`config.mk`:
```
export PLATFORM = sky130hd
export DESIGN_NAME = ov7670_init_top
export DESIGN_NICKNAME = d
export VERILOG_FILES = /design/src/design/ov7670_pkg.sv /design/src/design/ov7670_delay_timer.sv /design/src/design/ov7670_init_ctrl.sv /design/src/design/ov7670_init_top.sv /design/src/design/ov7670_reg_rom.sv /design/src/design/ov7670_xclk_gen.sv
export SDC_FILE = /design/constraint.sdc
export NUM_CORES = 1
export LEC_CHECK = 0
export BUFFER_PORTS_ARGS = -buffer_cell sky130_fd_sc_hd__buf_2
export CORE_MARGIN = 4
export CORE_UTILIZATION = 54
export CTS_CLUSTER_DIAMETER = 150
export DETAILED_ROUTE_END_ITERATION = 16
export PLACE_DENSITY = 0.76
export SLEW_MARGIN = 30
export SYNTH_ARGS = -nofsm -noshare
export SYNTH_HDL_FRONTEND = slang
export SYNTH_SLANG_ARGS = --single-unit
```
`constraint.sdc`:
```
create_clock -name rst -period 1.8 [get_ports rst]
set_input_delay 0.18 -clock rst [delete_from_list [all_inputs] [get_ports rst]]
set_output_delay 0.18 -clock rst [all_outputs]
set_load 0.02 [all_outputs]
```
`src/design/ov7670_pkg.sv`:
```
//--------------------------------------------------
// OV7670 start-up controller shared definitions
// Timing and table constants, register entry type
// and the controller state encoding
//--------------------------------------------------
`default_nettype none

package ov7670_pkg;

  //--------------------------------------------------
  // Delay timing

  localparam int DELAY_W = 25;  // Wide enough for a 300 ms count at 100 MHz
  // Terminal count, each delay phase is DELAY_CYCLES+1 cycles
  localparam logic [DELAY_W-1:0] DELAY_CYCLES = 25'd3000;

  //--------------------------------------------------
  // Camera system clock

  localparam int XCLK_DIV = 4;                  // 100 MHz in, 25 MHz out
  localparam int XCLK_W   = $clog2(XCLK_DIV);   // Divider counter width

  //--------------------------------------------------
  // Register table

  localparam int IDX_W = 6;  // Tables hold fewer than 64 writes

  // One SCCB register write, address in the upper byte
  typedef struct packed {
    logic [7:0] addr;  // Camera register address
    logic [7:0] data;  // Value to write
  } reg_entry_t;

  // Read-only product id register, writing it has no effect
  localparam reg_entry_t NOP_ENTRY   = 16'h0A76;
  localparam reg_entry_t RESET_ENTRY = 16'h1280;  // COM7 soft reset

  // No camera register lives at 0xF0..0xFF, so this marks the end
  localparam logic [3:0] FINISH_NIBBLE = 4'hF;

  // Camera write id, for the SCCB master (0x42 with the R/W bit)
  localparam logic [6:0] SCCB_WRITE_ID = 7'h21;

  //--------------------------------------------------
  // Controller states

  typedef enum logic [2:0] {
    RSTCAM_ST,       // Camera held in reset
    WAIT_RSTCAM_ST,  // Wake-up wait after reset release
    WAIT_ST,         // Waiting for the SCCB master
    WRITE_REG_ST,    // Hold after a write was issued
    DONE_ST          // Whole table written
  } ctrl_state_e;

endpackage

`default_nettype wire

```
`src/design/ov7670_delay_timer.sv`:
```
//--------------------------------------------------
// Shared delay timer
// Times the reset, wake-up wait and write hold
//--------------------------------------------------
`timescale 1ns/1ps
`default_nettype none

module ov7670_delay_timer (
  input  logic rst,        // System clock
  input  logic clk,        // Async reset, active high
  input  logic delay_en,   // Count while high
  output logic delay_end   // Terminal count reached
);

  import ov7670_pkg::*;

  logic [DELAY_W-1:0] delay_cnt;

  assign delay_end = (delay_cnt == DELAY_CYCLES);

  // Held at zero when idle so every phase starts fresh
  always_ff @(posedge rst or posedge clk) begin
    if (clk) begin
      delay_cnt <= '0;
    end else if (!delay_en) begin
      delay_cnt <= '0;
    end else if (delay_end) begin
      delay_cnt <= '0;  // Wrap for back to back phases
    end else begin
      delay_cnt <= delay_cnt + 1'b1;
    end
  end

endmodule

`default_nettype wire

```
`src/design/ov7670_init_ctrl.sv`:
```
//--------------------------------------------------
// OV7670 start-up sequencer
// State machine, table index counter
// and configuration change detection
//--------------------------------------------------
`timescale 1ns/1ps
`default_nettype none

module ov7670_init_ctrl (
  input  logic                         rst,         // System clock
  input  logic                         clk,         // Async reset, active high
  input  logic                         sccb_ready,  // SCCB master idle
  input  logic                         test_mode,   // Single step mode
  input  logic                         test_send,   // Step request in test mode
  input  logic                         resend,      // Replay the table
  input  logic                         cfg_sel,     // Table select
  input  ov7670_pkg::reg_entry_t       entry,       // Current ROM entry
  input  logic                         delay_end,   // Timer terminal count
  output logic [ov7670_pkg::IDX_W-1:0] rom_idx,     // Table index
  output logic                         delay_en,    // Timer enable
  output logic                         start_tx,    // One write to the master
  output logic                         done,        // Finish marker reached
  output logic                         cam_rst_n    // Camera reset, active low
);

  import ov7670_pkg::*;

  ctrl_state_e state;
  ctrl_state_e state_nxt;
  logic        cfg_sel_q;   // Previous select
  logic        cfg_change;  // Select moved since last cycle

  // Finish marker has no real register behind it
  assign done       = (entry.addr[7:4] == FINISH_NIBBLE);
  assign cfg_change = cfg_sel ^ cfg_sel_q;

  always_ff @(posedge rst or posedge clk) begin
    if (clk) begin
      cfg_sel_q <= 1'b0;
    end else begin
      cfg_sel_q <= cfg_sel;
    end
  end

  //--------------------------------------------------
  // Table index

  always_ff @(posedge rst or posedge clk) begin
    if (clk) begin
      rom_idx <= '0;
    end else if (resend || cfg_change) begin
      rom_idx <= '0;  // Start the table again
    end else if (start_tx) begin
      rom_idx <= rom_idx + 1'b1;  // Next entry once this one is taken
    end
  end

  //--------------------------------------------------
  // Sequencing FSM

  always_ff @(posedge rst or posedge clk) begin
    if (clk) begin
      state <= RSTCAM_ST;
    end else begin
      state <= state_nxt;
    end
  end

  always_comb begin
    state_nxt = state;
    start_tx  = 1'b0;
    cam_rst_n = 1'b1;  // Camera runs unless held
    delay_en  = 1'b0;
    case (state)
      RSTCAM_ST: begin
        cam_rst_n = 1'b0;
        delay_en  = 1'b1;
        if (delay_end) state_nxt = WAIT_RSTCAM_ST;
      end
      WAIT_RSTCAM_ST: begin  // Camera wakes up
        delay_en = 1'b1;
        if (delay_end) state_nxt = WAIT_ST;
      end
      WAIT_ST: begin
        if (done) begin
          state_nxt = DONE_ST;
        end else if (sccb_ready && (!test_mode || test_send)) begin
          start_tx  = 1'b1;  // Entry is valid this cycle
          state_nxt = WRITE_REG_ST;
        end
      end
      WRITE_REG_ST: begin  // Let the write settle
        delay_en = 1'b1;
        if (delay_end) state_nxt = WAIT_ST;
      end
      DONE_ST: begin
        // Index was cleared by a restart, run the full bring-up again
        if (!done) state_nxt = RSTCAM_ST;
      end
      default: state_nxt = RSTCAM_ST;
    endcase
  end

endmodule

`default_nettype wire

```
`src/design/ov7670_init_top.sv`:
```
//--------------------------------------------------
// OV7670 start-up controller top level
// Sequencer, register ROM, delay timer
// and camera clock generator
//--------------------------------------------------
`timescale 1ns/1ps
`default_nettype none

module ov7670_init_top (
  input  logic                   rst,         // System clock
  input  logic                   clk,         // Async reset, active high
  input  logic                   sccb_ready,  // SCCB master idle
  input  logic                   test_mode,   // Single step mode
  input  logic                   test_send,   // Step request
  input  logic                   resend,      // Replay the table
  input  logic                   cfg_sel,     // Table select
  output logic                   start_tx,    // Write strobe to the master
  output ov7670_pkg::reg_entry_t sccb_cmd,    // Address and data to write
  output logic                   done,        // All writes issued
  output logic                   cam_rst_n,   // Camera reset, active low
  output logic                   cam_xclk     // Camera system clock
);

  import ov7670_pkg::*;

  logic [IDX_W-1:0] rom_idx;
  reg_entry_t       entry;
  logic             delay_en;
  logic             delay_end;

  assign sccb_cmd = entry;

  ov7670_init_ctrl ov7670_init_ctrl_inst (
    .rst        (rst),
    .clk        (clk),
    .sccb_ready (sccb_ready),
    .test_mode  (test_mode),
    .test_send  (test_send),
    .resend     (resend),
    .cfg_sel    (cfg_sel),
    .entry      (entry),
    .delay_end  (delay_end),
    .rom_idx    (rom_idx),
    .delay_en   (delay_en),
    .start_tx   (start_tx),
    .done       (done),
    .cam_rst_n  (cam_rst_n)
  );

  ov7670_reg_rom ov7670_reg_rom_inst (
    .rst     (rst),
    .clk     (clk),
    .cfg_sel (cfg_sel),
    .rom_idx (rom_idx),
    .entry   (entry)
  );

  // One timer serves every delay phase
  ov7670_delay_timer ov7670_delay_timer_inst (
    .rst       (rst),
    .clk       (clk),
    .delay_en  (delay_en),
    .delay_end (delay_end)
  );

  ov7670_xclk_gen ov7670_xclk_gen_inst (
    .rst      (rst),
    .clk      (clk),
    .cam_xclk (cam_xclk)
  );

endmodule

`default_nettype wire

```
`src/design/ov7670_reg_rom.sv`:
```
//--------------------------------------------------
// OV7670 register tables
// Table 0: QQVGA RGB
// Table 1: QQVGA/2 RGB444 with colour bar
// Registered read, maps to block memory
//--------------------------------------------------
`timescale 1ns/1ps
`default_nettype none

module ov7670_reg_rom (
  input  logic                         rst,      // System clock
  input  logic                         clk,      // Async reset, active high
  input  logic                         cfg_sel,  // Table select
  input  logic [ov7670_pkg::IDX_W-1:0] rom_idx,  // Entry index
  output ov7670_pkg::reg_entry_t       entry     // Registered table entry
);

  import ov7670_pkg::*;

  reg_entry_t tbl0;  // Table 0 entry at rom_idx
  reg_entry_t tbl1;  // Table 1 entry at rom_idx

  // Table 0, QQVGA RGB
  always_comb begin
    case (rom_idx)
      6'h00:   tbl0 = 16'h1280;  // COM7 reset all registers
      6'h01:   tbl0 = 16'h1280;  // Repeated to be safe
      6'h02:   tbl0 = 16'h1181;  // CLKRC internal clock /2
      6'h03:   tbl0 = 16'h1204;  // COM7 RGB output
      6'h04:   tbl0 = 16'h0C04;  // COM3 scaling enable
      6'h05:   tbl0 = 16'h3E1A;  // COM14 manual scaling, PCLK /4
      6'h06:   tbl0 = 16'h703A;  // SCALING_XSC
      6'h07:   tbl0 = 16'h7135;  // SCALING_YSC
      6'h08:   tbl0 = 16'h7233;  // SCALING_DCWCTR
      6'h09:   tbl0 = 16'h73F3;  // SCALING_PCLK_DIV
      6'h0A:   tbl0 = 16'hA202;  // SCALING_PCLK_DELAY
      // Padding, same value rewritten
      6'h0B, 6'h0C, 6'h0D, 6'h0E, 6'h0F, 6'h10,
      6'h11, 6'h12, 6'h13, 6'h14, 6'h15:
               tbl0 = 16'hA202;
      6'h16:   tbl0 = 16'h40F0;  // COM15 full range
      6'h17:   tbl0 = 16'h0F43;  // COM6
      6'h18:   tbl0 = 16'h8C02;  // RGB444 enable
      6'h19:   tbl0 = 16'h1520;  // COM10 no PCLK in blanking
      6'h1A:   tbl0 = 16'h0E61;  // COM5
      6'h1B:   tbl0 = 16'h0F4B;  // COM6
      6'h1C:   tbl0 = 16'h1602;  // Reserved register
      6'h1D:   tbl0 = 16'hFFFF;  // End of table
      default: tbl0 = NOP_ENTRY;
    endcase
  end

  // Table 1, QQVGA/2 RGB444 with 8-bar colour test pattern
  always_comb begin
    case (rom_idx)
      6'h00:   tbl1 = 16'h1280;  // COM7 reset all registers
      6'h01:   tbl1 = 16'h1280;
      6'h02:   tbl1 = 16'h1204;  // COM7 RGB output
      6'h03:   tbl1 = 16'h40F0;  // COM15 full range, RGB444 path
      6'h04:   tbl1 = 16'h8C02;  // RGB444 enable, xR GB
      6'h05:   tbl1 = 16'h1181;  // CLKRC internal clock /2
      6'h06:   tbl1 = 16'h0F43;  // COM6 reset timing on format change
      6'h07:   tbl1 = 16'h1520;  // COM10 HREF, PCLK quiet in blanking
      6'h08:   tbl1 = 16'h0C04;  // COM3 scaling enable
      6'h09:   tbl1 = 16'h3E1B;  // COM14 PCLK /8
      6'h0A:   tbl1 = 16'h703A;  // SCALING_XSC, test pattern bit 0 low
      6'h0B:   tbl1 = 16'h71B5;  // SCALING_YSC, test pattern bit 1 high
      6'h0C:   tbl1 = 16'h7233;  // DCW down sample by 8 both ways
      6'h0D:   tbl1 = 16'h73F3;  // SCALING_PCLK_DIV /8
      6'h0E:   tbl1 = 16'hA202;  // SCALING_PCLK_DELAY
      default: tbl1 = 16'hFFFF;  // End of table, also past the end
    endcase
  end

  // Registered output stage
  always_ff @(posedge rst or posedge clk) begin
    if (clk) begin
      entry <= RESET_ENTRY;
    end else begin
      entry <= cfg_sel ? tbl1 : tbl0;
    end
  end

endmodule

`default_nettype wire

```
`src/design/ov7670_xclk_gen.sv`:
```
//--------------------------------------------------
// Camera system clock divider
// Wrapping counter, top bit is the clock
//--------------------------------------------------
`timescale 1ns/1ps
`default_nettype none

module ov7670_xclk_gen (
  input  logic rst,       // System clock
  input  logic clk,       // Async reset, active high
  output logic cam_xclk   // Camera system clock, 50% duty
);

  import ov7670_pkg::*;

  logic [XCLK_W-1:0] div_cnt;

  always_ff @(posedge rst or posedge clk) begin
    if (clk) begin
      div_cnt <= '0;
    end else if (div_cnt == XCLK_W'(XCLK_DIV - 1)) begin
      div_cnt <= '0;  // Wrap
    end else begin
      div_cnt <= div_cnt + 1'b1;
    end
  end

  assign cam_xclk = div_cnt[XCLK_W-1];  // Low for half, high for half

endmodule

`default_nettype wire

```
; Yosys cells after proc, flatten, opt, wreduce, memory -nomap -nowiden
; Memory sizes are Yosys's and may differ from the RTL's.
; Cells that the tools add are included.
[totals]
ff_bits = 53
mem_bits_ro = 768
inputBits = 7
out_inout_bits = 20
wordCells = 53
n_memories = 2
[memory_table]
columns = name, words, word_bits, rd, rd_clocked_by_memory_dff, write_ports, line
row1 = (name not given), 32, 16, 1, 0, 0, ov7670_reg_rom.sv:25  ; case (rom_idx)
row2 = (name not given), 16, 16, 1, 0, 0, ov7670_reg_rom.sv:55  ; case (rom_idx)
[classes]
add_sub_neg = 3
n_eq_ne = 11
n_mux = 19
n_bitwise = 1
reduce_logical = 10
[op_table]
columns = op, n
row1 = 25-bit two-way mux, 2
row2 = 16-bit two-way mux, 3
row3 = "25-bit by 1-bit adder with 25-bit output, second input constant", 1
row4 = "25-bit by 12-bit equality test with 1-bit output, second input constant", 1
row5 = 3-bit two-way mux, 5
row6 = 6-bit two-way mux, 2
row7 = 3-bit case mux with 4 select lines, 1
row8 = "6-bit by 1-bit adder with 6-bit output, second input constant", 1
row9 = "3-bit by 2-bit equality test with 1-bit output, second input constant", 2
row10 = 1-bit two-way mux, 5
row11 = "4-bit equality test, second input constant", 1
row12 = "2-bit inequality test, second input constant", 2
row13 = 4-bit AND reduction, 1
row14 = "3-bit by 1-bit equality test with 1-bit output, second input constant", 1
row15 = "3-bit equality test, second input constant", 1
row16 = 3-bit zero test, 1
row17 = "3-bit by 2-bit inequality test with 1-bit output, second input constant", 1
row18 = 3-bit OR reduction, 1
row19 = "2-bit by 1-bit adder with 2-bit output, second input constant", 1
row20 = "2-bit equality test, second input constant", 1
row21 = 2-bit zero test, 1
row22 = 1-bit logical OR, 2
row23 = 2-bit two-way mux, 1
row24 = "2-bit by 1-bit inequality test with 1-bit output, second input constant", 1
row25 = 5 further kinds, 5

; Longest topological paths before layout
[logic_depth]
depth_word = 8
ltp_mapped = 8
ltp_nobuf = 6

; Hierarchy
; From an unflattened synthesis, not the netlist that was laid out.
[hier_totals]
cells_unflattened = 381
area_unflattened_um2 = 3360.7
[by_module_without_submodules]
columns = module, n_inst, cells_each, area_each_um2, seq_area_each_um2
row1 = ov7670_reg_rom, 1, 181, 1400.1, 404.1
row2 = ov7670_delay_timer, 1, 140, 1348.8, 625.6
row3 = ov7670_init_ctrl, 1, 55, 541.8, 250.2
row4 = ov7670_xclk_gen, 1, 5, 70.1, 50.0

; Least setup slack after synthesis
; OpenSTA, ideal clock, no wires.
[synth_path]
kind = flip-flop to flip-flop
from = reg, netlist name ov7670_reg_rom_inst.entry[15]
to = reg ov7670_init_ctrl_inst.rom_idx[5] in the netlist's numbering
setup_time_ns = 0.078
t_arrival_ns = 1.957
required_time_ns = 1.722
path_slack_ns = -0.234
stages_incl_launch_ff = 7
n_path_buf = 1
period_less_slack_ns = 2.034
cell_sequence = dfrtp_1 > nand4_1 > inv_1 > or4b_1 > buf_2 > or4_1 > a21oi_1
[synth_between]
elab_chain_cells = 4
[synth_rtl]
columns = element, line
row1 = 4-bit equality test, ov7670_init_ctrl.sv:34  ; assign done = (entry.addr[7:4] == FINISH_NIBBLE);
row2 = net done, ov7670_init_top.sv:19  ; output logic done,
row3 = 1-bit two-way mux, ov7670_init_ctrl.sv:85  ; if (done) begin
row4 = 1-bit two-way mux, ov7670_init_ctrl.sv:74  ; case (state)
row5 = 2-bit nonzero test (no source line), --
row6 = "end signal, assigned", ov7670_init_ctrl.sv:54  ; rom_idx <= rom_idx + 1'b1;
row7 = "end, declared", ov7670_init_ctrl.sv:19  ; output logic [ov7670_pkg::IDX_W-1:0] rom_idx,
; The timed path passes the listed nets, and every way through them passes these cells.
; A chain may end at the register's enable or synchronous reset.

; Worst setup path in the final report
[layout_path]
from = reg ov7670_delay_timer_inst.delay_cnt[1]
to = reg ov7670_delay_timer_inst.delay_cnt[24]
[layout_between]
elab_chain_cells = 3
elab_cells_between_ends = 4
cone_classes = add/sub: 1 / eq/ne: 1 / mux: 2
[layout_rtl]
columns = element, line
row1 = "start, declared", ov7670_delay_timer.sv:17  ; logic [DELAY_W-1:0] delay_cnt;
row2 = "start signal, assigned", ov7670_delay_timer.sv:30  ; delay_cnt <= delay_cnt + 1'b1;
row3 = 25-bit by 1-bit adder with 25-bit output or 25-bit by 12-bit equality test with 1-bit output (tied branches), "ov7670_delay_timer.sv:30, ov7670_delay_timer.sv:19"
row4 = 25-bit two-way mux (*), ov7670_delay_timer.sv:27  ; end else if (delay_end) begin
row5 = 25-bit two-way mux (*), ov7670_delay_timer.sv:25  ; end else if (!delay_en) begin
; Mark *: on every way between the ends. The rest lies on a longest branch, timed or not.

==> results.py <==
metrics = {
    "detailed_routing": {
        "routed_wl_um": 8240,
        "drt_pass1_iterations": 5,
        "drt_iter0_markers": 352,
        "drc_errors": 0,
        "ant_nets": 0,
        "via_per_inst": 6.07,
        "wl_per_cell_um": 15.9,
        "vias": 3148,
    },
    "final_layout": {
        "drive_above_1_share_pct": 27.3,
        "postLayoutCellArea_um2": 4070,
        "mostFrequentLayoutCells": "buf_4 (50), dfrtp_1 (48), nor2_1 (37), a21oi_1 (30)",
        "num-nets-final": 463,
        "fill_cells": 433,
        "seqCellArea_um2": 1330,
        "final_common_cell": "buf_4",
        "antenna-diode-count": 0,
        "multi_input_area_um2": 1890,
        "area_growth_pct": 20.5,
    },
    "sta": {
        "fin_ws_ns": -0.128,
        "finalMaxSlewViolations": 0,
        "rsz0062_at_grt": "true",
        "finalCriticalPeriod_ns": 1.93,
        "fmax_mhz": 519,
        "fin_worst_skew_ns": 0.0137,
        "setup_viol": 30,
        "tightest_slew_ns": 0.519,
        "finalHoldViolations": 0,
        "period_share_pct": 107,
        "slew_headroom_pct": 65.4,
    },
    "die": {
        "ios": 27,
        "die_y_um": 87.1,
        "start_util_pct": 56.3,
        "core_area_um2": 5990,
        "dieArea_um2": 7580,
        "die_x_um": 87.1,
        "rows": 28,
    },
    "worst_hold_path": {
        "hold_start": "cfg_sel",
        "whs_endpoint": "ov7670_reg_rom_inst.entry[14]",
        "min_path_cells": 2,
        "min_path_type": "in -> reg",
    },
    "yosys": {
        "synth_nets": 401,
        "yosysSeqAreaShare_pct": 39.4,
        "async_flop_share_pct": 100,
        "synth_edf_count": 0,
        "ys_ff_latch": 53,
        "synth_top_area_share_pct": 37.1,
        "synth_warnings": 0,
        "postSynthAreaPerCell_um2": 8.86,
        "synth_cell_types": 63,
        "syn_inst": 381,
        "synth_ff_type": "dfrtp_1",
        "synth_area_leaders": "dfrtp_1 (37%), ha_1 (4.8%), a21oi_1 (4.7%)",
        "yosysTopAreaCell": "dfrtp_1",
        "netlist_area_um2": 3370,
    },
    "placed_design": {
        "dpl_cell_area_um2": 3890,
        "dp_hpwl_um": 5960,
        "place_congestion": 0.977,
        "post-place-ws_ns": -0.158,
        "io_buffer_count": 26,
    },
    "flow_run": {
        "cap_violations": 0,
    },
    "critical_path": {
        "critPathSlowestCell": "or4b_1",
        "reg2reg_to": "ov7670_delay_timer_inst.delay_cnt[24]",
        "timing_worst_setup_path_type": "reg -> reg",
        "crit_fanout": 19,
        "start_kind": "flip-flop",
        "crit_path_end_kind": "flip-flop",
        "rrSetupSlack_ns": -0.13,
        "worstPathArrival_ns": 2.11,
        "slowest_delay_ns": 0.44,
        "regToRegStartpoint": "ov7670_delay_timer_inst.delay_cnt[1]",
        "reg2reg_depth": 7,
        "required_ns": 1.98,
        "crit_chain": "inv_1, ha_1, or4b_1, or3_4, o21ai_4, buf_12, a21oi_1",
    },
    "clock_tree": {
        "clk-insertion-delay-late_ns": 0.31,
        "cts_tree": "built",
        "cts.sink_count": 53,
        "clkTransAtPathRegs_ns": 0.10,
        "clk_path_buf_depth": 2,
        "numCtsBuffers": 5,
        "htreeDepth": 2,
        "ctsRootBufferMaster": "clkbuf_8",
    },
    "global_routing": {
        "use_met3_pct": 4.26,
        "grt_pass1_vias": 2889,
        "met1_usage_pct": 34.1,
        "grt_overflow_total": 0,
        "grt_pass1_wl_um": 13800,
        "antenna_found_initial": 0,
        "use_met2_pct": 33.8,
        "track_usage_pct": 22.7,
        "grt_busiest_layer": "met1",
        "grt_max_degree": 54,
    },
    "pwr": {
        "power_density_nw_per_um2": 485,
        "p_leak_nw": 1.73,
        "ir_drop_uv": 356,
    },
    "outcome": {
        "status": "complete, but fails checks",
        "failed_checks": "setup timing",
    },
}
==> through the flow <==
step                      power [mW]  hold slack, ns  setup TNS [ns]  cells  utilization (%)
final                           1.97           0.217           -3.20    519             67.9
after global routing            2.06           0.210           -5.44    519             67.9
after CTS                       1.99           0.200           -3.19    517             67.1
after detailed placement        1.34           0.252           -2.74    506             64.9
after global placement          1.33           0.246           -1.81    506             64.9
after floorplan                 1.29           0.211           -2.16    381                -
==> flip-flops by register name (all words and copies together), names as in the netlist <==
register,count
ov7670_delay_timer_inst.delay_cnt,25
ov7670_init_ctrl_inst.cfg_sel_q,1
ov7670_init_ctrl_inst.rom_idx,6
ov7670_init_ctrl_inst.state,3
ov7670_reg_rom_inst.entry,16
ov7670_xclk_gen_inst.div_cnt,2
==> critical path: cells and delay by family, from the launching register on <==
family,cells,cell delay (ns)
and+or+nand+nor,2,0.81
adders and majority gates,1,0.13
DFF,1,0.40
AOI/OAI and AO/OA,2,0.24
buffers and inverters,2,0.23
==> where the power goes <==
part / internal, mW / total [mW] / switching [mW] / leakage (nW)
Sequential: 1.20 / 1.21 / 0.00326 / 0.695
Combinational: 0.0361 / 0.108 / 0.0723 / 0.998
Clock: 0.276 / 0.655 / 0.379 / 0.0385
Total: 1.52 / 1.97 / 0.455 / 1.73
==> timing repair <==
item,CTS,global route
buffers inserted,2,2
endpoints found under the hold margin,50,0
hold buffers,1,0
resized for setup,8,8
setup endpoints to repair,33,38
pin swaps,2,1
==> cell type report <==
type                       instances  share of cell area (%)
tap                               75                    2.31
inverter                          24                    2.28
sequential                        53                    32.8
timing repair buffer              80                    14.1
clock inverter                     1                   0.185
multi-input combinational        279                    46.5
clock buffer                       7                    1.88
==> cells in the mapped netlist (6+ instances only) <==
library cell and number:
a21oi_1 32, clkbuf_1 17, dfrtp_1 50, ha_1 13
inv_1 24, nand2_1 22, nand2b_1 7, nand3_1 6
nor2_1 38, nor4_1 7, o21ai_0 25, o31ai_1 6
or3_1 11, xnor2_1 15
==> logic make-up (layout without fill, tap and decap cells) <==
logic type	Yosys count	in the layout	share of synthesized area [%]
buffers and inverters	49	112	6.15
XOR/XNOR	17	17	4.41
AND/OR/NAND/NOR	130	130	21.2
adder cells (fa/ha/maj)	13	13	4.82
AO/OA/AOI/OAI	110	110	21.2
flip-flops	53	53	39.4
multiplexers	9	9	2.82
==> routing by layer <==
metal	up-vias	routed length (um)	part of all wire [%]
met4	0	93	1.1
met3	10	637	7.7
met1	1500	3810	46
met5	-	0	0
met2	141	3700	45
li1	1497	-	-
==> worst max-delay path by stage <==
stage                                               from                               endpoint  slack, ns
global placement           ov7670_reg_rom_inst.entry[13]       ov7670_init_ctrl_inst.rom_idx[5]      -0.09
floorplan                  ov7670_reg_rom_inst.entry[13]       ov7670_init_ctrl_inst.rom_idx[5]      -0.15
detailed placement         ov7670_reg_rom_inst.entry[14]       ov7670_init_ctrl_inst.rom_idx[5]      -0.16
global route        ov7670_delay_timer_inst.delay_cnt[1]  ov7670_delay_timer_inst.delay_cnt[24]      -0.21
finish              ov7670_delay_timer_inst.delay_cnt[1]  ov7670_delay_timer_inst.delay_cnt[24]      -0.13
CTS                 ov7670_delay_timer_inst.delay_cnt[1]  ov7670_delay_timer_inst.delay_cnt[24]      -0.13
(Power assumes the default switching activity.)
